<file path="src/include/blimp_defs.svh">
// --------------------
// Blimp core sizing macros
// Register count, sequence tag width, multiplier depth
// --------------------

`ifndef BLIMP_DEFS_SVH
`define BLIMP_DEFS_SVH

// Architectural integer registers
`define BLIMP_NUM_REGS 32

// Sequence tag width
// Reorder buffer holds 2**BLIMP_SEQ_BITS entries
`define BLIMP_SEQ_BITS 5

// Multiplier latency in cycles
`define BLIMP_MUL_STAGES 3

`endif

</file>
<file path="src/design/blimp_pkg.sv">
// --------------------
// Blimp core shared types
// Instruction formats and inter-unit records
// --------------------
`default_nettype none

`include "blimp_defs.svh"

package blimp_pkg;

  // RV32 encodings used by the core
  localparam logic [6:0] OPC_OP     = 7'b0110011;
  localparam logic [6:0] OPC_OP_IMM = 7'b0010011;
  localparam logic [6:0] F7_BASE    = 7'b0000000;
  localparam logic [6:0] F7_MULDIV  = 7'b0000001;
  localparam logic [2:0] F3_ADD     = 3'b000;

  // --------------------
  // Instruction word
  // --------------------
  typedef struct packed {
    logic [6:0] funct7;
    logic [4:0] rs2;
    logic [4:0] rs1;
    logic [2:0] funct3;
    logic [4:0] rd;
    logic [6:0] opcode;
  } r_fmt_t;

  typedef struct packed {
    logic [11:0] imm12;
    logic [4:0]  rs1;
    logic [2:0]  funct3;
    logic [4:0]  rd;
    logic [6:0]  opcode;
  } i_fmt_t;

  // Same word, read per opcode
  typedef union packed {
    r_fmt_t r;
    i_fmt_t i;
  } inst_t;

  typedef enum logic [1:0] {
    OP_ADD,
    OP_ADDI,
    OP_MUL
  } op_t;

  typedef logic [`BLIMP_SEQ_BITS-1:0] seq_t;

  // --------------------
  // Unit boundaries
  // --------------------
  typedef struct packed {
    logic [31:0] addr;
  } mem_req_t;

  typedef struct packed {
    logic [31:0] data;
  } mem_resp_t;

  typedef struct packed {
    logic [31:0] pc;
    inst_t       inst;
  } f2d_t;

  typedef struct packed {
    seq_t        seq;
    logic [31:0] pc;
    logic [4:0]  waddr;
    logic        wen;
    logic [31:0] op_a;
    logic [31:0] op_b;
  } d2x_t;

  typedef struct packed {
    seq_t        seq;
    logic [31:0] pc;
    logic [4:0]  waddr;
    logic        wen;
    logic [31:0] wdata;
  } x2w_t;

  // Commit notice, doubles as trace record
  typedef struct packed {
    logic [31:0] pc;
    logic [4:0]  waddr;
    logic        wen;
    logic [31:0] wdata;
  } commit_t;

endpackage

`default_nettype wire

</file>
<file path="src/design/alu_unit.sv">
// --------------------
// Blimp ALU pipe
// Single-cycle add for add and addi
// --------------------
`timescale 1ns/100ps
`default_nettype none

module alu_unit
  import blimp_pkg::*;
(
  input  wire logic clk,
  input  wire logic rst_n,
  input  wire d2x_t d2x,
  input  wire logic d2x_val,
  output x2w_t      x2w,
  output logic      x2w_val
);

  x2w_t res_q;
  logic val_q;

  always_ff @(posedge clk) begin
    if (!rst_n) begin
      val_q <= 1'b0;
    end else begin
      val_q <= d2x_val;
    end
  end

  // Result and tag, wrapped 32-bit sum
  always_ff @(posedge clk) begin
    res_q.seq   <= d2x.seq;
    res_q.pc    <= d2x.pc;
    res_q.waddr <= d2x.waddr;
    res_q.wen   <= d2x.wen;
    res_q.wdata <= d2x.op_a + d2x.op_b;
  end

  assign x2w     = res_q;
  assign x2w_val = val_q;

endmodule

`default_nettype wire

</file>
<file path="config.mk">
export PLATFORM = sky130hd
export DESIGN_NAME = alu_unit
export DESIGN_NICKNAME = d
export VERILOG_FILES = /design/src/design/blimp_pkg.sv /design/src/design/alu_unit.sv
export VERILOG_INCLUDE_DIRS = /design/src /design/src/include
export SDC_FILE = /design/constraint.sdc
export NUM_CORES = 1
export LEC_CHECK = 0
export BUFFER_PORTS_ARGS = -buffer_cell sky130_fd_sc_hd__buf_2
export CORE_UTILIZATION = 35
export DETAILED_ROUTE_END_ITERATION = 10
export PLACE_DENSITY = 0.66
export RECOVER_POWER = 25
export SETUP_SLACK_MARGIN = 0.05
export SLEW_MARGIN = 40
export SYNTH_ARGS = -nofsm -noshare
export SYNTH_HDL_FRONTEND = slang
export SYNTH_SLANG_ARGS = --single-unit
</file>
<file path="constraint.sdc">
create_clock -name clk -period 2.93 [get_ports clk]
set_clock_uncertainty 0.15 [all_clocks]
set_input_delay 0.293 -clock clk [delete_from_list [all_inputs] [get_ports clk]]
set_output_delay 0.293 -clock clk [all_outputs]
set_load 0.005 [all_outputs]
</file>
# After elaboration in Yosys (flattened, before gate mapping)
# Index checks and enable logic that the tools add are counted.
# Widths: inputs -> output; s select.
word_totals:
  ff_bits: 76
  in_bits: 110
  out_inout_bits: 76
  word_cells: 7
classes:
  add_sub_neg: 1
op_table:
  columns: ["cell", "n"]
  rows:
  - ["$add 32x32->32", 1]

# Longest topological paths before layout
depth:
  word_depth: 1
  ltp_mapped: 9

# Worst setup path before layout
# Ideal clock, no wire load.
synth_path:
  path_kind: "input to register"
  start: "in d2x[0] in the netlist's numbering"
  end: "reg res_q (netlist bit x2w[26])"
  setup_time_ns: 0.126
  arrival_time_ns: 2.091
  required_time_ns: 2.654
  setup_slack_ns: 0.563
  cell_stages: 9
  path_cell_list: "ha_1 -> fa_1 -> a21o_1 -> a31o_1 -> nand2_1 -> o221ai_1 -> a311oi_1 -> o21bai_1 -> xor2_1"
synth_via:
  elab_chain_cells: 1
synth_rtl:
  columns: ["item", "line_no", "rtl"]
  rows:
  - ["start: declaration", "alu_unit.sv:13", "input wire d2x_t d2x,"]
  - ["$add 32x32->32", "alu_unit.sv:36", "res_q.wdata <= d2x.op_a + d2x.op_b;"]
  - ["end: declaration", "alu_unit.sv:19", "x2w_t res_q;"]
# No other way between the ends.
# A chain may end at the register's enable or synchronous reset.

# Worst setup path in the final report
layout_path:
  start: "in d2x[32] in the netlist's numbering"
  end: "reg res_q (netlist bit x2w[28])"
# The elaborated chain is that of the path after synthesis.

==> reports/qor.txt <==
Critical Path Sink Type - flip-flop
gr usage total - 0.2120
worst hold path class - input port to flip-flop
WP data required - 3.02 ns
IO Port Bufs - 185
Pwr Density - 534.5 nW/um^2
run status - completed
diodes inserted - 0
# IOs - 186
cells after synthesis - 317
Final setup viols - 0
DR WL/cell - 15.76 um
Post-Syn Area - 3276 um^2
clk buf depth - 2
top cell type's share of synthesized area - 0.4645
die area - 9750 um^2
Die Height - 98.74 um
register area share after synthesis - 0.4645
GRT overflow - 0
unrepaired setup endpoints after global routing - no
CP max stage delay - 0.53 ns
Tmin final - 2.799 ns
Unique masters post-synth - 53
initial core utilization - 0.3684
row cnt - 34
syn_area_per_cell - 10.33 um^2
CTS tree - yes
WL final - 10.45 mm
Via density - 4.952
WHS Path Cells - 2
number of flops mapped to enable cells by yosys - 0
post-synth top area cell - dfxtp_1
FFs w/ async S/R, synth - 0
relative slew slack - 0.6372
drt pass-1 iters - 4
largest net degree at the start of global routing - 16
Critical Path Most Common Cell - a21oi_1
vias in the first global route - 3,236
top cells by count, synth - 76 x dfxtp_1, 31 x ha_1, 29 x a21oi_1, 19 x a21o_1, 19 x nand2_1
proportion of layout cells with a drive suffix above 1 - 0.3784
initial detailed-routing violation count - 148
clk slew on worst S/H paths - 0.09 ns
cts bufs inserted - 9
Synth area leaders - dfxtp_1 46%, ha_1 12%, a21oi_1 4.4%
Fin Setup TNS - 0 ns
post-placement setup slack - 0.2654 ns
Pleak - 2.460 nW
max cap viols - 0
Final period util - 0.9552
hold path start - rst_n
Synth-to-Final Area Change - 51.15%
first-pass GRT wire length - 16.01 mm
crit path DAT - 2.89 ns
worst vdd ir - 202.3 uV
Crit path buffers/inverters - 2
Die Width - 98.74 um
cell chain of the critical path - dlygate4sd3_1 -> buf_2 -> ha_1 -> fa_1 -> a21o_1 -> a31o_1 -> nand3_1 -> a21oi_1 -> a21oi_1 -> o21ai_1 -> xor2_1
CTS root buf - clkbuf_8
Main synth FF type - dfxtp_1
pins over their slew limit - 0
H-Tree Depth - 3
critical path's top delay family - compound AO/OA/AOI/OAI gates
count leader, synth - dfxtp_1
Setup CP Type - input port to flip-flop
initial antenna violation count - 0
Setup crit start kind - input port
Post-Route Utilization - 0.5569
GP Congestion - 0.8703
# nets final - 692
HPWL Detailed - 7.676 mm
Post-route DRC - 0
fmax - 357.3 MHz
CTS sink count - 76
Post-Syn Nets - 459
Syn. warnings - 0
via count - 3,283
remaining antenna violation count - 0
PnR worst setup slack - 0.1311 ns
Yosys reg bits - 76
worst-margin pin slew - 0.5304 ns
CORE AREA - 8891 um^2
maximum net fanout on the critical path - 4
hold_ws - 0.05589 ns
CP max-delay cell - dlygate4sd3_1
final-report hold violation count - 0
Hold EP - x2w_val
[what timing repair did]
item                                    in CTS  in global routing
endpoints found under the setup margin       0                  3
resized for setup                            0                  2
endpoints found under the hold margin       45                  0
hold buffers                                46                  0
setup buffers                                0                  0
[placed cells by master, fill, tap and decap left out, drive strengths merged, types with 2 or more instances in the layout]
cell type and n:
o21a 2, and3 2, xnor2 13, o21bai 5
o221ai 2, a21oi 29, buf 184, a21o 19
clkinvlp 2, ha 31, o311ai 2, o211ai 3
nand2 19, nand4 7, a211oi 3, or2 3
dlygate4sd3 46, nor2 12, dfxtp 76, clkbuf 11
nand2b 2, inv 10, nand3 10, a311oi 2
a31oi 4, o21ai 15, mux2i 2, nor3 4
xor2 15
[sequential cells by signal, summed over array words and instances, names as in the netlist]
register  count
x2w          75
x2w_val       1
[logic make-up after synthesis]
kind of cell / count (synthesis) / share of synthesized area
muxes: 2 / 0.006112
and+or+nand+nor: 66 / 0.09855
buffers and inverters: 16 / 0.01986
AOI/OAI and AO/OA: 97 / 0.2116
xor gates and xnor gates: 28 / 0.07487
adders and majority gates: 32 / 0.1245
DFF: 76 / 0.4645
[power by group]
group	total [mW]	internal, mW	switching (mW)
sequential	1.20	1.16	0.0324
clock	0.747	0.321	0.426
combinational	0.704	0.351	0.354
total	2.65	1.83	0.812
[final cells by class]
cell class	count	area, um^2
Clock inverter	7	57.56
Fill cell	761	3940
Clock buffer	9	123.9
Inverter	6	22.52
Sequential cell	76	1521
Multi-Input combinational cell	225	1699
Timing Repair Buffer	232	1391
Tap cell	108	135.1
[per-stage QoR]
stage	cell area, um^2	total power, mW	instances
after global placement	4302	1.852	601
after floorplan	3276	1.573	317
after detailed placement	4302	1.862	601
final	4951	2.646	663
after CTS	4943	2.667	663
after global routing	4951	2.801	663
[per-layer routing]
| metal | vias up | GRT usage | wire length, um |
|---|---|---|---|
| met5 | - | 0 | 0 |
| met4 | 0 | 0.08381 | 229 |
| met3 | 12 | 0.06596 | 771 |
| met2 | 143 | 0.3674 | 5146 |
| met1 | 1514 | 0.2429 | 4303 |
| li1 | 1614 | - | - |
[worst max path at each step]
| stage | end | from | slack (ns) | cells after the start |
|---|---|---|---|---|
| finish | x2w[28] | d2x[32] | 0.13 | 11 |
| global route | x2w[28] | d2x[32] | 0.06 | 11 |
| CTS | x2w[26] | d2x[32] | 0.11 | 11 |
| detailed placement | x2w[26] | d2x[0] | 0.27 | 10 |
| global placement | x2w[26] | d2x[0] | 0.29 | 10 |
| floorplan | x2w[26] | d2x[0] | 0.56 | 9 |
(Power assumes the default switching activity.)
