--- src/include/blimp_defs.svh ---
// --------------------
// Blimp core sizing macros
// Register count, sequence tag width, multiplier depth
// --------------------

`ifndef BLIMP_DEFS_SVH
`define BLIMP_DEFS_SVH

// Architectural integer registers
`define BLIMP_NUM_REGS 32

// Sequence tag width
// Reorder buffer holds 2**BLIMP_SEQ_BITS entries
`define BLIMP_SEQ_BITS 5

// Multiplier latency in cycles
`define BLIMP_MUL_STAGES 3

`endif

--- src/design/blimp_pkg.sv ---
// --------------------
// Blimp core shared types
// Instruction formats and inter-unit records
// --------------------
`default_nettype none

`include "blimp_defs.svh"

package blimp_pkg;

  // RV32 encodings used by the core
  localparam logic [6:0] OPC_OP     = 7'b0110011;
  localparam logic [6:0] OPC_OP_IMM = 7'b0010011;
  localparam logic [6:0] F7_BASE    = 7'b0000000;
  localparam logic [6:0] F7_MULDIV  = 7'b0000001;
  localparam logic [2:0] F3_ADD     = 3'b000;

  // --------------------
  // Instruction word
  // --------------------
  typedef struct packed {
    logic [6:0] funct7;
    logic [4:0] rs2;
    logic [4:0] rs1;
    logic [2:0] funct3;
    logic [4:0] rd;
    logic [6:0] opcode;
  } r_fmt_t;

  typedef struct packed {
    logic [11:0] imm12;
    logic [4:0]  rs1;
    logic [2:0]  funct3;
    logic [4:0]  rd;
    logic [6:0]  opcode;
  } i_fmt_t;

  // Same word, read per opcode
  typedef union packed {
    r_fmt_t r;
    i_fmt_t i;
  } inst_t;

  typedef enum logic [1:0] {
    OP_ADD,
    OP_ADDI,
    OP_MUL
  } op_t;

  typedef logic [`BLIMP_SEQ_BITS-1:0] seq_t;

  // --------------------
  // Unit boundaries
  // --------------------
  typedef struct packed {
    logic [31:0] addr;
  } mem_req_t;

  typedef struct packed {
    logic [31:0] data;
  } mem_resp_t;

  typedef struct packed {
    logic [31:0] pc;
    inst_t       inst;
  } f2d_t;

  typedef struct packed {
    seq_t        seq;
    logic [31:0] pc;
    logic [4:0]  waddr;
    logic        wen;
    logic [31:0] op_a;
    logic [31:0] op_b;
  } d2x_t;

  typedef struct packed {
    seq_t        seq;
    logic [31:0] pc;
    logic [4:0]  waddr;
    logic        wen;
    logic [31:0] wdata;
  } x2w_t;

  // Commit notice, doubles as trace record
  typedef struct packed {
    logic [31:0] pc;
    logic [4:0]  waddr;
    logic        wen;
    logic [31:0] wdata;
  } commit_t;

endpackage

`default_nettype wire

--- src/design/writeback_commit_unit.sv ---
// --------------------
// Blimp writeback and commit
// Reorder buffer by sequence tag,
// one in-order commit per cycle
// --------------------
`timescale 1ns/100ps
`default_nettype none

`include "blimp_defs.svh"

module writeback_commit_unit
  import blimp_pkg::*;
(
  input  wire logic clk,
  input  wire logic rst_n,
  input  wire x2w_t x2w_alu,
  input  wire x2w_t x2w_mul,
  input  wire logic x2w_alu_val,
  input  wire logic x2w_mul_val,
  output commit_t   commit,
  output logic      commit_val
);

  localparam int unsigned ROB_DEPTH = 1 << `BLIMP_SEQ_BITS;

  commit_t              rob_q [ROB_DEPTH];
  logic [ROB_DEPTH-1:0] done_q;
  seq_t                 head_q;

  // Drop the tag, keep the record
  function automatic commit_t to_commit(input x2w_t x);
    commit_t c;
    c.pc    = x.pc;
    c.waddr = x.waddr;
    c.wen   = x.wen;
    c.wdata = x.wdata;
    return c;
  endfunction

  // --------------------
  // Completion write
  // --------------------
  always_ff @(posedge clk) begin
    if (x2w_alu_val) begin
      rob_q[x2w_alu.seq] <= to_commit(x2w_alu);
    end
    if (x2w_mul_val) begin
      rob_q[x2w_mul.seq] <= to_commit(x2w_mul);
    end
  end

  // Done bits and head pointer
  always_ff @(posedge clk) begin
    if (!rst_n) begin
      done_q <= '0;
      head_q <= '0;
    end else begin
      if (commit_val) begin
        done_q[head_q] <= 1'b0;
        head_q         <= head_q + 1'b1;
      end
      if (x2w_alu_val) begin
        done_q[x2w_alu.seq] <= 1'b1;
      end
      if (x2w_mul_val) begin
        done_q[x2w_mul.seq] <= 1'b1;
      end
    end
  end

  // --------------------
  // In-order commit
  // --------------------
  assign commit_val = done_q[head_q];
  assign commit     = rob_q[head_q];

  // Tag reuse only after the slot has committed
  alu_slot_free_a: assert property (@(posedge clk) disable iff (!rst_n)
    x2w_alu_val |-> !done_q[x2w_alu.seq]);

  mul_slot_free_a: assert property (@(posedge clk) disable iff (!rst_n)
    x2w_mul_val |-> !done_q[x2w_mul.seq]);

  // Two pipes never finish the same tag
  distinct_seq_a: assert property (@(posedge clk) disable iff (!rst_n)
    (x2w_alu_val && x2w_mul_val) |-> (x2w_alu.seq != x2w_mul.seq));

endmodule

`default_nettype wire

--- config.mk ---
export PLATFORM = sky130hd
export DESIGN_NAME = writeback_commit_unit
export DESIGN_NICKNAME = d
export VERILOG_FILES = /design/src/design/blimp_pkg.sv /design/src/design/writeback_commit_unit.sv
export VERILOG_INCLUDE_DIRS = /design/src /design/src/include
export SDC_FILE = /design/constraint.sdc
export NUM_CORES = 2
export LEC_CHECK = 0
export BUFFER_PORTS_ARGS = -buffer_cell sky130_fd_sc_hd__buf_2
export CAP_MARGIN = 0
export CORE_MARGIN = 2
export CORE_UTILIZATION = 45
export DETAILED_ROUTE_END_ITERATION = 10
export SYNTH_ARGS = -nofsm -noshare
export SYNTH_HDL_FRONTEND = slang
export SYNTH_SLANG_ARGS = --single-unit
--- constraint.sdc ---
create_clock -name clk -period 15.2 [get_ports clk]
set_clock_uncertainty 0.2 [all_clocks]
set_input_delay 3.04 -clock clk [delete_from_list [all_inputs] [get_ports clk]]
set_output_delay 3.04 -clock clk [all_outputs]
set_load 0.01 [all_outputs]
; Word level (Yosys, flattened, before mapping)
; Memory sizes are Yosys's and may differ from the RTL's. A register that Yosys moved wholly into a read port is not among the register bits.
; Cells that the tools add are included.
[totals]
ff_bits = 37
ram_bits = 2240
in_bits = 154
output_inout_bits = 71
word_cells = 36
n_memories = 1
[memory_table]
columns = memory, words, width, rd, rd_ports_with_merged_regs, wr, line_no
row1 = rob_q, 32, 70, 1, 1, 2, writeback_commit_unit.sv:26  ; commit_t rob_q [ROB_DEPTH];
[op_classes]
add_sub_neg = 1
n_lt_le_gt_ge = 6
mux = 19
n_bitwise = 4
n_reduce_logical = 3
[op_table]
columns = op, n
row1 = $mux 32, 5
row2 = $or 32x32->32, 2
row3 = $and 32x32->32, 1
row4 = $not 32->32, 1
row5 = $lt 5x6->1 const B, 3
row6 = $demux 1 s5, 3
row7 = $ge 5x1->1 const B, 3
row8 = $mux 5, 2
row9 = $mux 1, 8
row10 = $add 5x1->5 const B, 1
row11 = $bmux 1 s5, 1
row12 = $logic_and 1x1->1, 3

; Depth between registers and ports, before layout
[depth]
word_depth = 13
depth_mapped = 9
mapped_depth_nobuf = 7

; Worst setup path after synthesis
; No wires, ideal clock.
[synth_timing]
kind = input to register
startpoint = input port x2w_alu[71] (netlist name)
endpoint = register done_q[8]
setup_time_ns = 0.091
arrival_ns = 9.246
t_required_ns = 14.909
path_slack_ns = 5.663
stages = 5
path_buffers = 1
path_cell_list = or3b_2 clkbuf_1 o21ai_0 o21ai_0 a21oi_1
[synth_via]
elab_chain_cells = 9
elab_cells_between_ends = 10
classes_between = 2 x order compare / 5 x mux / 2 x bitwise / 1 x reduce/logical
[synth_lines]
columns = item, line_no
row1 = from (decl), writeback_commit_unit.sv:16  ; input wire x2w_t x2w_alu,
row2 = $lt 5x6->1 (not written as such) / $ge 5x1->1 (equally long branches), writeback_commit_unit.sv:63  ; done_q[x2w_alu.seq] <= 1'b1;
row3 = $logic_and 1x1->1 (not written as such), writeback_commit_unit.sv:63
row4 = $mux 1 (not written as such), writeback_commit_unit.sv:63
row5 = $demux 1 s5 (*), writeback_commit_unit.sv:63
row6 = $or 32x32->32 (no source line) (*), n/a
row7 = $mux 32 (*), writeback_commit_unit.sv:62  ; if (x2w_alu_val) begin
row8 = $mux 32 (*), writeback_commit_unit.sv:54  ; if (!rst_n) begin
row9 = $or 32x32->32 (no source line), n/a
row10 = $mux 32 (*), writeback_commit_unit.sv:65  ; if (x2w_mul_val) begin
row11 = to (signal assigned), writeback_commit_unit.sv:55  ; done_q <= '0;
row12 = "to (signal, indexed assignment)", writeback_commit_unit.sv:63
row13 = "to (signal, indexed assignment)", writeback_commit_unit.sv:66  ; done_q[x2w_mul.seq] <= 1'b1;
row14 = to (decl), writeback_commit_unit.sv:27  ; logic [ROB_DEPTH-1:0] done_q;
; Every way passes the cells marked *; elsewhere a longest branch is shown, timed or not. The select of a mux whose other input is x is not followed.
; A chain may end at the register's enable or synchronous reset.

==> out/results.ini <==
[sta]
max_slew_margin_pct=11.1
finalMaxSlewViolations=0
fin_setup_tns_ns=0
setup_viol_count_final=0
period_minus_slack_ns=8.92
rsz0062_at_grt=false
worst_pin_slew_ns=1.33
fmax_ghz=0.112
fin_crit_sh_pct=58.7
hold_viol_final=0

[pwr]
peakVddDrop_mv=0.122
leakage_nw=40.5
powerDensity_mw_per_mm2=119
cellInternalPower_w=0.0115
combinationalPowerShare_pct=11.7
p_sw_w=0.00358
seq_power_share_pct=47.2
power_frac_clock_pct=41.1
swShare_pct=23.7

[clock_tree]
post_cts_resized=0
cts_buffers=278
clkSinkCount=2282
path_clk_slew_ns=0.06
cts_root_buf=clkbuf_16
cts_tree=built
cts_max_path_buffers=4
postCtsSetupBuffers=0
holdBufCountCts=0
cts_max_level=5
clk_latency_ns=0.95

[synth]
netlist.area_leader.share_pct=58.5
yosys_warnings=0
synth.distinct_cells=44
syn_nets=7016
netlist_instances=6858
synth_area_per_cell_um2=16.8
synth-seq-cells=2282
yosysMostFrequentCell=edfxtp_1
ys_top_cells_by_area=edfxtp_1 (59%), mux2_2 (20%), mux4_2 (14%), nand2_1 (2.2%), clkbuf_1 (2.1%)
ys_seq_area_share_pct=59.3
synth-edff-count=2240
synth_commonest_cells=edfxtp_1 (2,240), mux2_2 (1,998), mux4_2 (702)
synth_area_mm2=0.115
synth_top_area_cell=edfxtp_1
async_flop_share_pct=0
synth-main-ff-cell=edfxtp_1

[global_route]
grt_pass1_vias=66800
grt_pass1_wl_um=533000
grt_max_degree=141
grt_overflow_total=0
grtUsageTotal_pct=29.2
antenna_found_initial=54

[route]
drc=1
drtPass1Iterations=11
vias=66900
routedWlPerCell_um=37.4
via_per_inst=6.53
dr.first_iter.drc_count=8848
routed_wl_um=383000
ant_nets=0

[worst_hold_path]
whs_endpoint=done_q[0]
hold_path_class=flip-flop to flip-flop
hold_path_startpoint=done_q[0]
hold_path_depth=2

[worst_setup_path]
cp-end-kind=output pin
path_cells=buf_4 -> buf_12 -> buf_4 -> mux4_2 -> mux4_2 -> mux2_2 -> buf_2
r2r_end=done_q[10]
reg2reg_depth=6
ff2ff_setup_slack_ns=11.87
critPathSlowestCell=buf_4
critPathTopFamily=buffers and inverters
max_stage_delay_ns=0.88
worstPathMaxFanout=140
cp-start-kind=flip-flop
arrival_ns=5.68
worstPathRequired_ns=11.96
crit_type=flip-flop to output pin
worst-path-buf-inv=4
timing.rr.start=head_q[1]

[die]
rows=185
die_w_um=509
floorplan.initialDensity_pct=45.2
core_mm2=0.254
die_h_um=509
die-area_mm2=0.259
io_pins=225

[run_status]
status=complete, but fails checks
violations=design-rule violations

[cells_and_area]
finalNetCount=6819
drive_gt1_share_pct=51.2
layoutNonFillerInstCount=10200
syn_to_final_growth_pct=10.5

[flow_run]
max_cap_viol_count=0

[place]
gp_congestion=0.813
io_buffers=224
hpwl_um=192000
post-place-cells=9747

-- metal layers --
metal	vias to the layer above	GRT usage (%)	wire, um
li1	26600	-	-
met1	36000	40.6	154000
met2	3541	46.7	183000
met3	711	5.27	33500
met4	34	9.37	11900
met5	-	0	444
-- cells by family after synthesis --
group | share of synthesized area [%]
AOI/OAI and AO/OA | 0.543
DFF | 59.3
muxes | 34.5
and+or+nand+nor | 2.68
adders and majority gates | 0.0435
buffers and inverters | 3.02
-- tightest hold or removal path, stage by stage (launching register included) --
cell,delay [ns]
dfxtp_1,0.32
o21ai_0,0.08
a21oi_1,0.11
-- flip-flops by register name, summed over array words and instances, names as in the netlist, named ones only --
register	flops
head_q	5
rob_q	2240
done_q	32
-- power groups by stage --
stage	clock, W	sequential [W]	combinational (W)
after CTS	0.00629	0.00713	0.00177
after floorplan	0	0.00724	0.00132
after detailed placement	0	0.00726	0.00176
final	0.00621	0.00713	0.00176
after global routing	0.00652	0.00714	0.00187
after global placement	0	0.00726	0.00174
-- cells in the final DEF, fill, tap and decap left out, types with 6 or more instances in the layout --
cell type and n:
dfxtp_1 37, mux2_2 1998, nor2_4 16, clkbuf_1 76
nor2_1 37, edfxtp_1 2240, buf_2 224, o22ai_4 12
clkbuf_16 284, mux4_2 702, bufinv_16 10, clkinv_1 51
clkinv_2 30, nand3_1 6, nor3b_1 6, nand2_1 655
buf_4 152, o21ai_0 28, mux2i_1 11, inv_6 16
diode_2 23, buf_12 6, mux2_1 106, o21ai_4 12
inv_1 10, nand3b_1 11, nand2_4 15, a41oi_1 7
a21oi_1 22
-- area by class of cell --
| cell class | instances | area (um^2) |
|---|---|---|
| fill | 20900 | 127000 |
| sequential | 2282 | 68100 |
| multi-input combinational | 3699 | 43900 |
| clock buffer | 362 | 7420 |
| tap | 3366 | 4210 |
| timing repair buffer | 382 | 2380 |
| clock inverter | 104 | 759 |
| inverter | 18 | 108 |
| antenna | 23 | 57.6 |
-- metrics by stage --
stage / util [%] / hold slack [ns] / power [W] / instance area (um^2) / setup slack (ns)
floorplan: - / 0.297 / 0.00856 / 115000 / 5.66
global route: 49.9 / 0.386 / 0.0155 / 127000 / 6.13
CTS: 49.9 / 0.350 / 0.0152 / 127000 / 6.23
global placement: 46.7 / 0.322 / 0.00899 / 119000 / 7.27
finish: 50.0 / 0.359 / 0.0151 / 127000 / 6.28
detailed placement: 46.7 / 0.337 / 0.00902 / 119000 / 7.23
-- worst max-delay path by stage --
stage                           start    endpoint  cells after the start
after floorplan           x2w_alu[71]   done_q[8]                      5
after global placement      flip-flop  commit[30]                      7
after detailed placement    flip-flop  commit[34]                      7
after CTS                   flip-flop  commit[34]                      7
after global routing        flip-flop  commit[15]                      7
final                       flip-flop  commit[15]                      7
Note: power is estimated with default switching activity, not from simulation.
