===== src/include/blimp_defs.svh =====
// --------------------
// Blimp core sizing macros
// Register count, sequence tag width, multiplier depth
// --------------------

`ifndef BLIMP_DEFS_SVH
`define BLIMP_DEFS_SVH

// Architectural integer registers
`define BLIMP_NUM_REGS 32

// Sequence tag width
// Reorder buffer holds 2**BLIMP_SEQ_BITS entries
`define BLIMP_SEQ_BITS 5

// Multiplier latency in cycles
`define BLIMP_MUL_STAGES 3

`endif


===== src/design/blimp_pkg.sv =====
// --------------------
// Blimp core shared types
// Instruction formats and inter-unit records
// --------------------
`default_nettype none

`include "blimp_defs.svh"

package blimp_pkg;

  // RV32 encodings used by the core
  localparam logic [6:0] OPC_OP     = 7'b0110011;
  localparam logic [6:0] OPC_OP_IMM = 7'b0010011;
  localparam logic [6:0] F7_BASE    = 7'b0000000;
  localparam logic [6:0] F7_MULDIV  = 7'b0000001;
  localparam logic [2:0] F3_ADD     = 3'b000;

  // --------------------
  // Instruction word
  // --------------------
  typedef struct packed {
    logic [6:0] funct7;
    logic [4:0] rs2;
    logic [4:0] rs1;
    logic [2:0] funct3;
    logic [4:0] rd;
    logic [6:0] opcode;
  } r_fmt_t;

  typedef struct packed {
    logic [11:0] imm12;
    logic [4:0]  rs1;
    logic [2:0]  funct3;
    logic [4:0]  rd;
    logic [6:0]  opcode;
  } i_fmt_t;

  // Same word, read per opcode
  typedef union packed {
    r_fmt_t r;
    i_fmt_t i;
  } inst_t;

  typedef enum logic [1:0] {
    OP_ADD,
    OP_ADDI,
    OP_MUL
  } op_t;

  typedef logic [`BLIMP_SEQ_BITS-1:0] seq_t;

  // --------------------
  // Unit boundaries
  // --------------------
  typedef struct packed {
    logic [31:0] addr;
  } mem_req_t;

  typedef struct packed {
    logic [31:0] data;
  } mem_resp_t;

  typedef struct packed {
    logic [31:0] pc;
    inst_t       inst;
  } f2d_t;

  typedef struct packed {
    seq_t        seq;
    logic [31:0] pc;
    logic [4:0]  waddr;
    logic        wen;
    logic [31:0] op_a;
    logic [31:0] op_b;
  } d2x_t;

  typedef struct packed {
    seq_t        seq;
    logic [31:0] pc;
    logic [4:0]  waddr;
    logic        wen;
    logic [31:0] wdata;
  } x2w_t;

  // Commit notice, doubles as trace record
  typedef struct packed {
    logic [31:0] pc;
    logic [4:0]  waddr;
    logic        wen;
    logic [31:0] wdata;
  } commit_t;

endpackage

`default_nettype wire


===== src/design/fetch_unit.sv =====
// --------------------
// Blimp fetch unit
// Sequential PC, one open memory request,
// one-entry buffer toward decode
// --------------------
`timescale 1ns/100ps
`default_nettype none

module fetch_unit
  import blimp_pkg::*;
(
  input  wire logic      clk,
  input  wire logic      rst_n,
  output mem_req_t       mem_req,
  output logic           mem_req_val,
  input  wire logic      mem_req_rdy,
  input  wire mem_resp_t mem_resp,
  input  wire logic      mem_resp_val,
  output f2d_t           f2d,
  output logic           f2d_val,
  input  wire logic      f2d_rdy
);

  logic [31:0] pc_q;
  logic        req_val_q;
  logic        req_open_q;
  logic        buf_val_q;
  f2d_t        buf_q;

  logic        req_fire;
  logic        buf_free;

  assign req_fire = req_val_q && mem_req_rdy;
  // Buffer empty now or drained this cycle
  assign buf_free = !buf_val_q || f2d_rdy;

  // --------------------
  // Control state
  // --------------------
  always_ff @(posedge clk) begin
    if (!rst_n) begin
      pc_q       <= '0;
      req_val_q  <= 1'b0;
      req_open_q <= 1'b0;
      buf_val_q  <= 1'b0;
    end else begin
      // Present next request once fetch is idle
      if (req_fire) begin
        req_val_q  <= 1'b0;
        req_open_q <= 1'b1;
        pc_q       <= pc_q + 32'd4;
      end else if (!req_val_q && !req_open_q && buf_free) begin
        req_val_q <= 1'b1;
      end
      if (mem_resp_val) begin
        req_open_q <= 1'b0;
        buf_val_q  <= 1'b1;
      end else if (buf_val_q && f2d_rdy) begin
        buf_val_q <= 1'b0;
      end
    end
  end

  // Response payload, paired with its fetch address
  always_ff @(posedge clk) begin
    if (mem_resp_val) begin
      buf_q.pc   <= pc_q - 32'd4;
      buf_q.inst <= mem_resp.data;
    end
  end

  assign mem_req.addr = pc_q;
  assign mem_req_val  = req_val_q;
  assign f2d          = buf_q;
  assign f2d_val      = buf_val_q;

  // Memory only answers an accepted request
  resp_has_req_a: assert property (@(posedge clk) disable iff (!rst_n)
    mem_resp_val |-> req_open_q);

endmodule

`default_nettype wire


===== config.mk =====
export PLATFORM = sky130hd
export DESIGN_NAME = fetch_unit
export DESIGN_NICKNAME = d
export VERILOG_FILES = /design/src/design/blimp_pkg.sv /design/src/design/fetch_unit.sv
export VERILOG_INCLUDE_DIRS = /design/src /design/src/include
export SDC_FILE = /design/constraint.sdc
export NUM_CORES = 1
export LEC_CHECK = 0
export ABC_CLOCK_PERIOD_IN_PS = 6200
export BUFFER_PORTS_ARGS = -buffer_cell sky130_fd_sc_hd__buf_2
export CAP_MARGIN = 20
export CORE_UTILIZATION = 35
export CTS_BUF_LIST = sky130_fd_sc_hd__clkbuf_16
export DETAILED_ROUTE_END_ITERATION = 16
export PLACE_DENSITY = 0.66
export SLEW_MARGIN = 5
export SYNTH_ARGS = -nofsm -noshare
export SYNTH_HDL_FRONTEND = slang
export SYNTH_SLANG_ARGS = --single-unit

===== constraint.sdc =====
create_clock -name clk -period 6.2 [get_ports clk]
set_input_delay 0.31 -clock clk [delete_from_list [all_inputs] [get_ports clk]]
set_output_delay 0.31 -clock clk [all_outputs]
set_load 0.02 [all_outputs]

Word-level counts from Yosys, hierarchy flattened
Cells that the tools add are included.
{"block": "word_totals", "register_bits": 99, "output_inout_bits": 98}
{"block": "op_classes", "n_bitwise": 1, "n_mux": 2, "add_sub_neg": 2, "reduce_logical": 11}
{"op": "$add 32x3->32 const B", "count": 1}
{"op": "$sub 32x3->32 const B", "count": 1}
{"op": "$logic_and 1x1->1", "count": 4}
{"op": "$reduce_or 2->1", "count": 2}
{"op": "$logic_not 1->1", "count": 3}
{"op": "$mux 1", "count": 2}
{"op": "$reduce_bool 2->1", "count": 1}
{"op": "$logic_or 1x1->1", "count": 1}
{"op": "$not 1->1", "count": 1}

Logic depth before layout (Yosys ltp)
{"block": "logic_depth", "ltp_word": 3, "ltp_mapped": 7, "depth_no_buf": 6}

Least setup slack after synthesis
OpenSTA, ideal clock, no wires.
{"block": "synth_timing", "path_type": "reg-to-reg", "from": "register pc_q[13], in the netlist mem_req[13]", "to": "register buf_q (netlist bit f2d[62]), data pin", "path_slack_ns": 3.920, "stages_incl_launch_ff": 7, "n_path_buf": 2, "required_ns": 5.931, "setup_ns": 0.269, "arrival_ns": 2.011, "cell_sequence": "dfxtp_1 -> buf_6 -> or4_4 -> or4_4 -> buf_6 -> nor4_4 -> xor2_1"}
{"block": "synth_between", "elab_chain_len": 1}
{"element": "from (decl)", "line_no": "fetch_unit.sv:24", "rtl": "logic [31:0] pc_q;"}
{"element": "from (signal assigned)", "line_no": "fetch_unit.sv:51", "rtl": "pc_q <= pc_q + 32'd4;"}
{"element": "$sub 32x3->32", "line_no": "fetch_unit.sv:67", "rtl": "buf_q.pc <= pc_q - 32'd4;"}
{"element": "to (decl)", "line_no": "fetch_unit.sv:28", "rtl": "f2d_t buf_q;"}
Every way passes these cells.
A chain may end at the register's enable or synchronous reset.

Worst setup path after layout
{"block": "layout_timing", "from": "register pc_q[2], in the netlist mem_req[2]", "to": "register buf_q (netlist bit f2d[46]), data pin"}
Same word-level chain as after synthesis.

==> reports/metrics.sh <==
OUTCOME='finished clean'
CTS_NUM_SINKS=95
INSTANCE_COUNT_OF_THE_MAPPED_NETLIST=335
WORST_SLEW_PIN_SLEW_NS=1.005
GLOBALROUTEOVERFLOWTOTAL=0
WORST_EP_ARRIVAL_TIME_NS=2.47
CELL_COUNT_POST_PLACEMENT=582
CPMAXSTAGEDELAYCELL='sky130_fd_sc_hd__nor3b_1'
FP-ROW-COUNT=38
YOSYS.AREA.TOP_TYPE='sky130_fd_sc_hd__edfxtp_1'
DETAIL_ROUTE.FIRST_PASS.ITERATIONS=4
TIMING.CRITICAL_PATH.TO_TYPE='register'
ASYNCSETRESETFLOPFRACSYNTH_PCT=0
STDCELL_COUNT=598
POST_CTS_BUFFERS=0
FINALWORSTPATHREQUIREDPERIOD_NS=2.397
COREAREA_SQ_UM=11030
HTREE_NUM_LEVELS=3
SYN_AVG_CELL_AREA_SQ_UM=12.05
POST-ROUTE-PERIOD-UTIL_PCT=38.67
POWER_PER_CELL_AREA_nW_PER_UM2=273.5
LAYOUT.CELL_AREA.NON_FILLER_SQ_UM=5020
DPL-INSTANCE-AREA_SQ_UM=4746
SYNTHDOMINANTCELLAREASHARE_PCT=46.11
DP_HPWL_MM=6.190
POST_SYNTHESIS_CELL_AREA_SQ_UM=4038
LEAKAGE_nW=1.958
WORST-ENDPOINT-REQUIRED_NS=6.27
SYNTH_SEQUENTIAL_AREA_RATIO_PCT=62.47
LAYOUT_OVERHEAD_ON_THE_SYNTHESIZED_AREA_PCT=24.33
CTS_TREE='built'
ANTENNA_VIOLATING_NETS_POST_ROUTE=0
FINAL_HOLD_VIOL_COUNT=0
PLACE.PORT_BUFFERS=130
CTS_INSERTED_BUFFERS=9
DP_WORST_SETUP_SLACK_NS=3.827
WORST_PATH_MAX_FANOUT=10
CLOCK_TREE.BUFFER_DEPTH=2
UNREPAIRED_SETUP_ENDPOINTS_AFTER_GLOBAL_ROUTING='no'
SYNTHFLOPTYPE='sky130_fd_sc_hd__edfxtp_1'
INITIAL_ANTENNA_VIOLATION_COUNT=0
PEAK_CLOCK_FREQUENCY_SUPPORTED_BY_TIMING_GHz=0.4171
CRIT_PATH_MAX_INCR_DELAY_NS=0.54
SKEW_NS=0.005596
MET2ROUTEDLENGTH_MM=4.013
SYNTH_AREA_LEADERS='sky130_fd_sc_hd__edfxtp_1 46%, sky130_fd_sc_hd__dfxtp_1 16%, sky130_fd_sc_hd__xor2_1 5.0%'
GP_CONGESTION=0.7859
ROUTED_WIRELENGTH_MM=8.736
ROUTE.DETAILED.VIAS_PER_INST=4.972
MAX-SLEW-MARGIN-REL_PCT=32.96
FIRST_GLOBAL_VIAS=2773
ROUTED-VIA-COUNT=2973
PATH_CELLS='inv_1 -> ha_1 -> nor3b_1 -> nand3_2 -> or3_1 -> xnor2_1'
WORST_SLACK_NS=3.803
SYNTH.FF_LATCH_COUNT=95
WORST-SETUP-PATH-TYPE='register to register'
DRC=0
N_ANTENNA_CELL=0
DIE_W_UM=109.4
GR-USAGE-ALL-LAYERS_PCT=14.67
CLOCK_LATENCY_NS=0.33
SYNTHDISTINCTLIBCELLS=38
HIGHEST_ROUTING_LAYER_ACTUALLY_USED='met4'
WIRELENGTH_MET1_MM=3.881
LARGEST_NET_DEGREE_AT_THE_START_OF_GLOBAL_ROUTING=65
INITIAL_CORE_UTIL_PCT=36.60
DRIVE_ABOVE_1_SHARE_PCT=34.28
CTS_ROOT_BUF='sky130_fd_sc_hd__clkbuf_16'
MET3_WIRE_LEN_UM=759
YOSYS_WARNINGS=0
CTSRESIZECOUNT=0
GLOBAL_ROUTE_WIRE_LENGTH_BEFORE_REPAIR_MM=13.34
WORST_SETUP_PATH_START_KIND='register'
TOP_LEVEL_PORTS=135
WORST_HOLD_PATH_TYPE='input pin to register'
PEAKVDDDROP_mV=0.1164
LEADING_CELL_TYPE_BY_NUMBER_OF_INSTANCES_AFTER_SYNTHESIS='sky130_fd_sc_hd__edfxtp_1'
DIE_AREA_SQ_UM=11970
TOTALNEGATIVESETUPSLACK_NS=0
SLEW_VIOL_FINAL=0
DIE-HEIGHT_UM=109.4
CAP_VIOL_MAX_COUNT=0
FINAL_NETS=492
CLK_PIN_SLEW_WORST_PATHS_NS=0.07
CTS_HOLD_BUFFERS=0
SETUP_VIOL=0
TOP_CELLS_BY_INSTANCE_COUNT_AFTER_SYNTHESIS='62 x sky130_fd_sc_hd__edfxtp_1, 33 x sky130_fd_sc_hd__dfxtp_1, 23 x sky130_fd_sc_hd__xor2_1'
DETAIL_ROUTE.ITER0.VIOLATIONS=144
WIRELENGTH_PER_CELL_UM=14.61
SYNTH-EDFF-COUNT=62
kinds of logic (layout without fill, tap and decap cells):
kind of cell | after synthesis | in the layout | share of synthesized area [%]
simple gates | 121 | 121 | 18.50
flops | 95 | 95 | 62.47
compound gates | 46 | 46 | 6.694
buf+inv | 36 | 156 | 4.214
xor+xnor | 33 | 33 | 7.158
fa+ha+maj | 2 | 2 | 0.6197
other cells | 1 | 4 | 0.09288
mux | 1 | 1 | 0.2479
flip-flops by register name (all words and copies together), names as in the netlist:
signal / flops
f2d: 62
mem_req: 30
f2d_val: 1
mem_req_val: 1
req_open_q: 1
area by class of cell:
| class | count | area [sq um] |
|---|---|---|
| fill | 1034 | 6011 |
| inverter | 9 | 33.78 |
| timing repair buffer | 131 | 658.1 |
| sequential | 95 | 2522 |
| tap | 140 | 175.2 |
| clock inverter | 7 | 48.80 |
| clock buffer | 9 | 225.2 |
| multi-input combinational | 207 | 1356 |
cells in the final DEF, fill, tap and decap left out, types with 12 or more instances in the layout:
| cell type | n |
|---|---|
| sky130_fd_sc_hd__dfxtp_1 | 33 |
| sky130_fd_sc_hd__nor2_1 | 18 |
| sky130_fd_sc_hd__edfxtp_1 | 62 |
| sky130_fd_sc_hd__a21oi_1 | 22 |
| sky130_fd_sc_hd__or4_1 | 14 |
| sky130_fd_sc_hd__o31ai_1 | 12 |
| sky130_fd_sc_hd__buf_2 | 130 |
| sky130_fd_sc_hd__xor2_1 | 23 |
| sky130_fd_sc_hd__nand2_1 | 19 |
| sky130_fd_sc_hd__or3_1 | 12 |
power breakdown:
group | total [mW] | internal (mW) | switching, mW
logic | 0.144 | 0.0484 | 0.0952
clock network | 0.505 | 0.273 | 0.232
registers | 0.724 | 0.715 | 0.00959
total | 1.37 | 1.04 | 0.337
path summary, 6_finish.rpt:
| kind | slack, ns | to | startpoint | depth (start not counted) |
|---|---|---|---|---|
| max | 3.80 | f2d[46]$_DFFE_PP_ | mem_req[2]$_SDFFE_PN0P_ | 6 |
| min | 0.15 | f2d[21]$_DFFE_PP_ | mem_resp[21] | 1 |
| max reg2reg | 3.80 | f2d[46]$_DFFE_PP_ | mem_req[2]$_SDFFE_PN0P_ | 6 |
| min reg2reg | 0.51 | req_open_q$_SDFFE_PP0P_ | req_open_q$_SDFFE_PP0P_ | 2 |
layer usage:
layer  vias to the layer above  GRT usage [%]
met5                         -              0
met4                         0          5.333
met3                         4          5.453
met2                        99          23.54
met1                      1400          18.03
li1                       1470              -
critical path: cells and delay by family, from the launching register on:
family                   cells  cell delay (ns)
buffers and inverters        1             0.12
flip-flops                   1             0.35
XOR/XNOR                     1             0.14
adder cells (fa/ha/maj)      1             0.19
AND/OR/NAND/NOR              3             1.33
stage by stage:
| stage | total power [mW] | utilization, % | hold WS (ns) |
|---|---|---|---|
| after global placement | 0.8813 | 43.02 | 0.4876 |
| final | 1.373 | 45.51 | 0.1527 |
| after CTS | 1.389 | 45.51 | 0.1384 |
| after detailed placement | 0.8848 | 43.02 | 0.4884 |
| after global routing | 1.434 | 45.51 | 0.1315 |
| after floorplan | 0.8267 | - | 0.3893 |
No activity file was read; power rests on OpenSTA's default activity.
