===== src/include/blimp_defs.svh =====
// --------------------
// Blimp core sizing macros
// Register count, sequence tag width, multiplier depth
// --------------------

`ifndef BLIMP_DEFS_SVH
`define BLIMP_DEFS_SVH

// Architectural integer registers
`define BLIMP_NUM_REGS 32

// Sequence tag width
// Reorder buffer holds 2**BLIMP_SEQ_BITS entries
`define BLIMP_SEQ_BITS 5

// Multiplier latency in cycles
`define BLIMP_MUL_STAGES 3

`endif


===== src/design/blimp_pkg.sv =====
// --------------------
// Blimp core shared types
// Instruction formats and inter-unit records
// --------------------
`default_nettype none

`include "blimp_defs.svh"

package blimp_pkg;

  // RV32 encodings used by the core
  localparam logic [6:0] OPC_OP     = 7'b0110011;
  localparam logic [6:0] OPC_OP_IMM = 7'b0010011;
  localparam logic [6:0] F7_BASE    = 7'b0000000;
  localparam logic [6:0] F7_MULDIV  = 7'b0000001;
  localparam logic [2:0] F3_ADD     = 3'b000;

  // --------------------
  // Instruction word
  // --------------------
  typedef struct packed {
    logic [6:0] funct7;
    logic [4:0] rs2;
    logic [4:0] rs1;
    logic [2:0] funct3;
    logic [4:0] rd;
    logic [6:0] opcode;
  } r_fmt_t;

  typedef struct packed {
    logic [11:0] imm12;
    logic [4:0]  rs1;
    logic [2:0]  funct3;
    logic [4:0]  rd;
    logic [6:0]  opcode;
  } i_fmt_t;

  // Same word, read per opcode
  typedef union packed {
    r_fmt_t r;
    i_fmt_t i;
  } inst_t;

  typedef enum logic [1:0] {
    OP_ADD,
    OP_ADDI,
    OP_MUL
  } op_t;

  typedef logic [`BLIMP_SEQ_BITS-1:0] seq_t;

  // --------------------
  // Unit boundaries
  // --------------------
  typedef struct packed {
    logic [31:0] addr;
  } mem_req_t;

  typedef struct packed {
    logic [31:0] data;
  } mem_resp_t;

  typedef struct packed {
    logic [31:0] pc;
    inst_t       inst;
  } f2d_t;

  typedef struct packed {
    seq_t        seq;
    logic [31:0] pc;
    logic [4:0]  waddr;
    logic        wen;
    logic [31:0] op_a;
    logic [31:0] op_b;
  } d2x_t;

  typedef struct packed {
    seq_t        seq;
    logic [31:0] pc;
    logic [4:0]  waddr;
    logic        wen;
    logic [31:0] wdata;
  } x2w_t;

  // Commit notice, doubles as trace record
  typedef struct packed {
    logic [31:0] pc;
    logic [4:0]  waddr;
    logic        wen;
    logic [31:0] wdata;
  } commit_t;

endpackage

`default_nettype wire


===== src/design/mul_unit.sv =====
// --------------------
// Blimp multiplier pipe
// Fully pipelined, low word of the product
// --------------------
`timescale 1ns/100ps
`default_nettype none

`include "blimp_defs.svh"

module mul_unit
  import blimp_pkg::*;
(
  input  wire logic clk,
  input  wire logic rst_n,
  input  wire d2x_t d2x,
  input  wire logic d2x_val,
  output x2w_t      x2w,
  output logic      x2w_val
);

  localparam int unsigned STAGES = `BLIMP_MUL_STAGES;

  x2w_t              pipe_q [STAGES];
  logic [STAGES-1:0] val_q;
  logic [63:0]       product;

  // Full product, only the low word is kept
  assign product = 64'(d2x.op_a) * 64'(d2x.op_b);

  // --------------------
  // Valid shift chain
  // --------------------
  always_ff @(posedge clk) begin
    if (!rst_n) begin
      val_q <= '0;
    end else begin
      val_q <= {val_q[STAGES-2:0], d2x_val};
    end
  end

  // Payload stages, new entry each cycle
  always_ff @(posedge clk) begin
    pipe_q[0].seq   <= d2x.seq;
    pipe_q[0].pc    <= d2x.pc;
    pipe_q[0].waddr <= d2x.waddr;
    pipe_q[0].wen   <= d2x.wen;
    pipe_q[0].wdata <= product[31:0];
    for (int i = 1; i < STAGES; i++) begin
      pipe_q[i] <= pipe_q[i-1];
    end
  end

  // Last stage drives writeback
  assign x2w     = pipe_q[STAGES-1];
  assign x2w_val = val_q[STAGES-1];

endmodule

`default_nettype wire


===== config.mk =====
export PLATFORM = sky130hd
export DESIGN_NAME = mul_unit
export DESIGN_NICKNAME = d
export VERILOG_FILES = /design/src/design/blimp_pkg.sv /design/src/design/mul_unit.sv
export VERILOG_INCLUDE_DIRS = /design/src /design/src/include
export SDC_FILE = /design/constraint.sdc
export NUM_CORES = 1
export LEC_CHECK = 0
export CORE_MARGIN = 2
export CORE_UTILIZATION = 60
export DETAILED_ROUTE_END_ITERATION = 16
export DONT_BUFFER_PORTS = 1
export GPL_TIMING_DRIVEN = 0
export PLACE_DENSITY = 0.79
export SETUP_SLACK_MARGIN = 0.15
export SLEW_MARGIN = 0
export SYNTH_ARGS = -nofsm -noshare
export SYNTH_HDL_FRONTEND = slang
export SYNTH_SLANG_ARGS = --single-unit

===== constraint.sdc =====
create_clock -name clk -period 10.18 [get_ports clk]
set_clock_uncertainty 0.15 [all_clocks]
set_input_delay 1.527 -clock clk [delete_from_list [all_inputs] [get_ports clk]]
set_output_delay 1.527 -clock clk [all_outputs]
set_load 0.005 [all_outputs]

# Word-level counts from Yosys, hierarchy flattened
# Memory sizes are Yosys's and may differ from the RTL's.
# Cells that the tools add are included.
[totals] ff_bits=3 mem_bits_rw=225 input_bits=110 output_inout_bits=76 word_cells=3 memories=1
[mem_list] memory="pipe_q" depth=3 width=75 read_ports=3 rd_clocked_by_memory_dff=0 write_ports=3 line="mul_unit.sv:23" rtl="x2w_t pipe_q [STAGES];"
[op_classes] n_mul=1
[ops] op="32-bit by 32-bit multiplier with 32-bit output" n=1

# Depth between registers and ports, before layout
# Gate-level depths: netlist of run 1.
[logic_depth] word_depth=1 depth_mapped=26 depth_no_buf=24

# Least setup slack after synthesis of run 1
# Ideal clock, no wire load.
[synth_path] path_kind="input -> register" from="input port d2x[44] (netlist name)" to="memory pipe_q[0][30] (netlist name)" setup_ps=123 arrival_ps=7450 required_ps=9907 setup_slack_ps=2457 path_stages=22 n_path_buf=2 cell_sequence="clkbuf_1 clkbuf_1 nand2_1 fa_1 inv_1 fa_1 fa_1 inv_1 fa_1 inv_1 fa_1 fa_1 fa_1 fa_1 ha_1 a21oi_1 o21ai_0 a31o_1 a21o_1 a221oi_4 o21ai_1 xor2_1"
[synth_rtl] element="start, declared" line="mul_unit.sv:15" rtl="input wire d2x_t d2x,"
[synth_rtl] element="end, declared" line="mul_unit.sv:23"

==> flow_metrics.tcl, run 1 <==
set metrics [dict create \
    synth_cells 2019 \
    asyncSetResetFlopFracSynth_pct 0 \
    synth_cell_types 48 \
    ys_seq_area_share_pct 21.8 \
    cap_violations 0 \
    finalSetupViolations 0 \
    grt_max_degree 18 \
    startpoint_type "primary input" \
    vias_per_cell 5.42 \
    pre_cts_ws_ns 0.720 \
    drive_gt1_share_pct 6.07 \
    post-cts-setup-buffers 0 \
    min_path_type "flop to flop" \
    finalCritPeriodShare_pct 88.2 \
    initial_utilization_pct 60.8 \
    cts_hold_buf 0 \
    cts_resized 0 \
    netlist_area_um2 21000 \
    n_antenna_cell 0 \
    cts_tree "done" \
    grt_usage_pct 31.8 \
    grt_antenna_before_repair 1 \
    tns_ns 0 \
    layout_common_cells "fa_1 (408), and2_1 (373), inv_1 (360)" \
    clockBufferDepth 3 \
    wl_um 55300 \
    io_pins 186 \
    numClockSinks 228 \
    path_clk_slew_ns 0.07 \
    instances_no_fill 2513 \
    rsz0062_at_grt "false" \
    critPathCaptureType "flop" \
    dieHeight_um 191 \
    remaining_drc_errors 0 \
    syn_nets 2660 \
    vias 13600 \
    num_rows 68 \
    grt_overflow 0 \
    ys_seq_elements 228 \
    clk_latency_ns 0.52 \
    crit_required_ns 10.44 \
    worst-setup-path-type "primary input to flop" \
    maxSlewHeadroom_pct 34.2 \
    utilization_pct 64.6 \
    grt_pass1_wl_um 84600 \
    areaGrowthSynthToFinish_pct 6.19 \
    slew_viol_final 0 \
    synthFlopType "dfxtp_1" \
    drt_first_pass_iters 5 \
    h-tree-depth 1 \
    grt_pass1_vias 15000 \
    crit_fanout 10 \
    cts_inserted_buffers 22 \
    multiInputGateArea_um2 14200 \
    core_area_um2 34500 \
    die_width_um 191 \
    dp_hpwl_um 45400 \
    postRouteAntennaNets 0 \
    io_buffers 0 \
    place_congestion 1.03 \
    worst_pin_slew_ns 0.987 \
    final_common_cell "fa_1" \
    dp_cells 2474 \
    fmax_mhz 111 \
    hold_viol 0 \
    seqCellArea_um2 4560 \
    drt_iter0_drc 850 \
    post_drt_wl_per_cell_um 22.0 \
    clockRootBuffer "clkbuf_16" \
    layout.nets 2684 \
    yosysWarnings 0 \
    outcome "complete, no violations" \
    fp.dieArea_um2 36400 \
    fin_ws_ns 1.20 \
    synth_enable_flop_cells 0 \
    crit_arrival_ns 9.25 \
    r2r_slack_ns 9.49 \
    period_needed_ns 8.98 \
    fillers 2785 \
    postSynthAreaPerCell_um2 10.4 \
]
-- final timing paths --
path | startpoint | endpoint | cells past startpoint
min | pipe_q[0][74] | pipe_q[0][149] | 0
max reg2reg | val_q[0] | val_q[1] | 1
min reg2reg | pipe_q[0][74] | pipe_q[0][149] | 0
max | d2x[3] | pipe_q[0][29] | 23
-- synthesized netlist by cell type, drive strengths merged, types with 3 or more instances --
cell type,count,area share [%]
a21o,13,0.47
a21oi,27,0.70
and2,373,11
and3,3,0.090
buf,75,2.7
clkbuf,80,1.4
dfxtp,228,22
fa,408,39
ha,123,7.3
inv,360,6.4
nand2,176,3.2
nand2b,4,0.12
nand4,3,0.090
nor2,10,0.18
nor3,4,0.12
o21a,5,0.18
o21ai,13,0.33
o21bai,4,0.14
xnor2,67,2.8
xor2,19,0.79
-- state kept, by name, indices dropped and copies added (netlist names) --
register	flops
pipe_q	225
val_q	3
-- stage by stage --
| step | hold slack (ns) | area [um^2] |
|---|---|---|
| after global placement | 0.160 | 21500 |
| after CTS | 0.173 | 22300 |
| final | 0.170 | 22300 |
| after global routing | 0.173 | 22300 |
| after detailed placement | 0.162 | 21500 |
| after floorplan | 0.160 | 21000 |
-- critical path, cell delays in order --
cell and delay, ns:
clkbuf_1 0.51, clkbuf_1 0.72, and2_1 0.26, fa_1 0.43, inv_1 0.09, fa_1 0.43, fa_1 0.49, fa_1 0.55
inv_1 0.05, fa_1 0.50, inv_1 0.06, fa_1 0.54, inv_1 0.05, fa_1 0.50, fa_1 0.44, ha_1 0.46
inv_1 0.20, a2111oi_2 0.62, nor3_2 0.14, o21ai_2 0.24, a21o_1 0.23, a21oi_2 0.09, xnor2_1 0.13
-- cell families (layout without fill, tap and decap cells) --
family	after synthesis	count (layout)	share of synthesized area (%)
flip-flops	228	228	21.8
adder cells (fa/ha/maj)	531	531	46.3
AND/OR/NAND/NOR	579	579	15.1
XOR/XNOR	86	86	3.59
AO/OA/AOI/OAI	80	80	2.67
buffers and inverters	515	554	10.6
-- final cells by class --
cell class / instances / share of cell area, %
Clock buffer: 25 / 2.66
Multi-Input combinational cell: 1276 / 63.7
Sequential cell: 228 / 20.5
Clock inverter: 14 / 0.613
Buffer: 155 / 3.88
Inverter: 360 / 6.07
Tap cell: 455 / 2.56
-- layer usage --
layer  GRT usage, %  share of wire (%)  vias to the layer above
met5              0                  0                        -
met4           18.7                6.9                        0
met3           4.79                7.9                      164
met2           54.6                 48                      648
met1           38.2                 37                     6933
li1               -                  -                     5874
Power of run 1 is not shown: default switching activity piles up to over one toggle a cycle in this logic, so the estimate is an artifact.
==> inputs of run 2 (changes only) <==
- CORE_ASPECT_RATIO: unset -> 2
==> run 2 against run 1 <==
Design area fell by 0.69%. Fmax rose by 0.46%. Worst hold slack got worse by 0.011 ns. Critical path depth fell by 1. Final cell count fell by 0.80%. First-iteration DRC count fell by 18%. Die area rose by 0.25%. Global-route usage rose by 6.6 points. Setup slack improved by 0.041 ns. Sequential share of layout area rose by 0.14 points. Register-to-register slack barely moved. Critical path type unchanged.
==> flow_metrics.tcl, run 2 (same netlist as run 1, synthesis figures left out) <==
set metrics [dict create \
    post_drt_wl_per_cell_um 26.8 \
    worst_pin_slew_ns 1.20 \
    post-cts-setup-buffers 0 \
    grt_antenna_before_repair 4 \
    worst-setup-path-type "primary input to flop" \
    rsz0062_at_grt "false" \
    postRouteAntennaNets 0 \
    clk_latency_ns 0.49 \
    dp_hpwl_um 54300 \
    tns_ns 0 \
    vias 13900 \
    fillers 2778 \
    crit_fanout 10 \
    grt_usage_pct 38.5 \
    largest_register_ffs 225 \
    place_congestion 1.05 \
    h-tree-depth 1 \
    maxSlewHeadroom_pct 19.1 \
    num_rows 96 \
    finalSetupViolations 0 \
    drt_iter0_drc 700 \
    final_common_cell "fa_1" \
    layout.nets 2679 \
    cts_resized 0 \
    drt_first_pass_iters 5 \
    initial_utilization_pct 61.0 \
    cts_inserted_buffers 17 \
    layout_common_cells "fa_1 (408), and2_1 (373), inv_1 (360)" \
    path_clk_slew_ns 0.08 \
    min_path_type "flop to flop" \
    fmax_mhz 112 \
    slew_viol_final 0 \
    crit_required_ns 10.40 \
    io_buffers 0 \
    grt_pass1_wl_um 98000 \
    die_width_um 136 \
    finalCritPeriodShare_pct 87.8 \
    remaining_drc_errors 0 \
    crit_arrival_ns 9.16 \
    critPathCaptureType "flop" \
    numClockSinks 228 \
    period_needed_ns 8.94 \
    cts_hold_buf 0 \
    fp.dieArea_um2 36500 \
    io_pins 186 \
    grt_overflow 0 \
    core_area_um2 34400 \
    hold_viol 0 \
    dieHeight_um 268 \
    cts_tree "done" \
    vias_per_cell 5.59 \
    cap_violations 0 \
    clockRootBuffer "clkbuf_16" \
    outcome "complete, no violations" \
    areaGrowthSynthToFinish_pct 5.46 \
    startpoint_type "primary input" \
    grt_max_degree 22 \
    wl_um 66700 \
    grt_pass1_vias 16000 \
    clockBufferDepth 3 \
    drive_gt1_share_pct 5.52 \
    regMostFlops "pipe_q" \
    top_regs "pipe_q x225, val_q x3" \
]
## run 2: cell types whose count changed in the layout (fill, tap and decap cells not counted)
cell        previous run  this run
clkbuf_1              79        80
diode_2                0         5
clkinv_2               7         2
clkinvlp_4             1         0
bufinv_16              1         2
inv_6                  1         0
clkinv_8               2         1
clkbuf_16             22        17
## run 2: metrics by stage
stage	util (%)	setup slack [ns]	instance area, um^2	hold WS [ns]	std cells
final	64.3	1.24	22100	0.159	2493
after floorplan	-	2.46	21000	0.160	2019
after CTS	64.3	1.38	22100	0.158	2488
after global routing	64.3	1.15	22100	0.173	2489
after global placement	62.6	1.03	21500	0.160	2460
after detailed placement	62.6	0.953	21500	0.162	2460
## run 2: area by class of cell
cell class / count / area, um^2 / share of cell area [%]
Inverter: 360 / 1350 / 6.11
Buffer: 155 / 865 / 3.91
Clock buffer: 21 / 470 / 2.13
Multi-Input combinational cell: 1276 / 14200 / 64.2
Antenna cell: 5 / 12.5 / 0.0566
Clock inverter: 7 / 109 / 0.492
Sequential cell: 228 / 4560 / 20.6
Tap cell: 441 / 552 / 2.50
## run 2: final timing paths
check                     from       endpoint  slack, ns  depth (start not counted)
hold / removal    pipe_q[0][2]  pipe_q[0][77]       0.16                          0
setup / recovery        d2x[3]  pipe_q[0][29]       1.24                         22
hold reg to reg   pipe_q[0][2]  pipe_q[0][77]       0.16                          0
setup reg to reg      val_q[1]       val_q[2]       9.48                          1
## run 2: worst max-delay path: stages
cell and delay [ns]:
clkbuf_1 0.73, clkbuf_1 0.64, and2_1 0.25, fa_1 0.42, inv_1 0.09, fa_1 0.44, fa_1 0.48, fa_1 0.54
inv_1 0.05, fa_1 0.45, ha_1 0.30, fa_1 0.51, fa_1 0.44, ha_1 0.40, nand2_1 0.12, or3_1 0.40
a2111oi_2 0.60, nor3_2 0.14, o21ai_2 0.25, a21o_1 0.17, a21oi_2 0.06, xnor2_1 0.13
## run 2: routing by layer
| metal | GRT usage (%) | share of wire (%) | up-vias |
|---|---|---|---|
| li1 | - | - | 5861 |
| met1 | 35.6 | 30 | 7063 |
| met2 | 69.3 | 52 | 696 |
| met3 | 5.70 | 6.0 | 306 |
| met4 | 37.6 | 12 | 0 |
| met5 | 0 | 0 | - |
Power of run 2 is left out for the same reason.
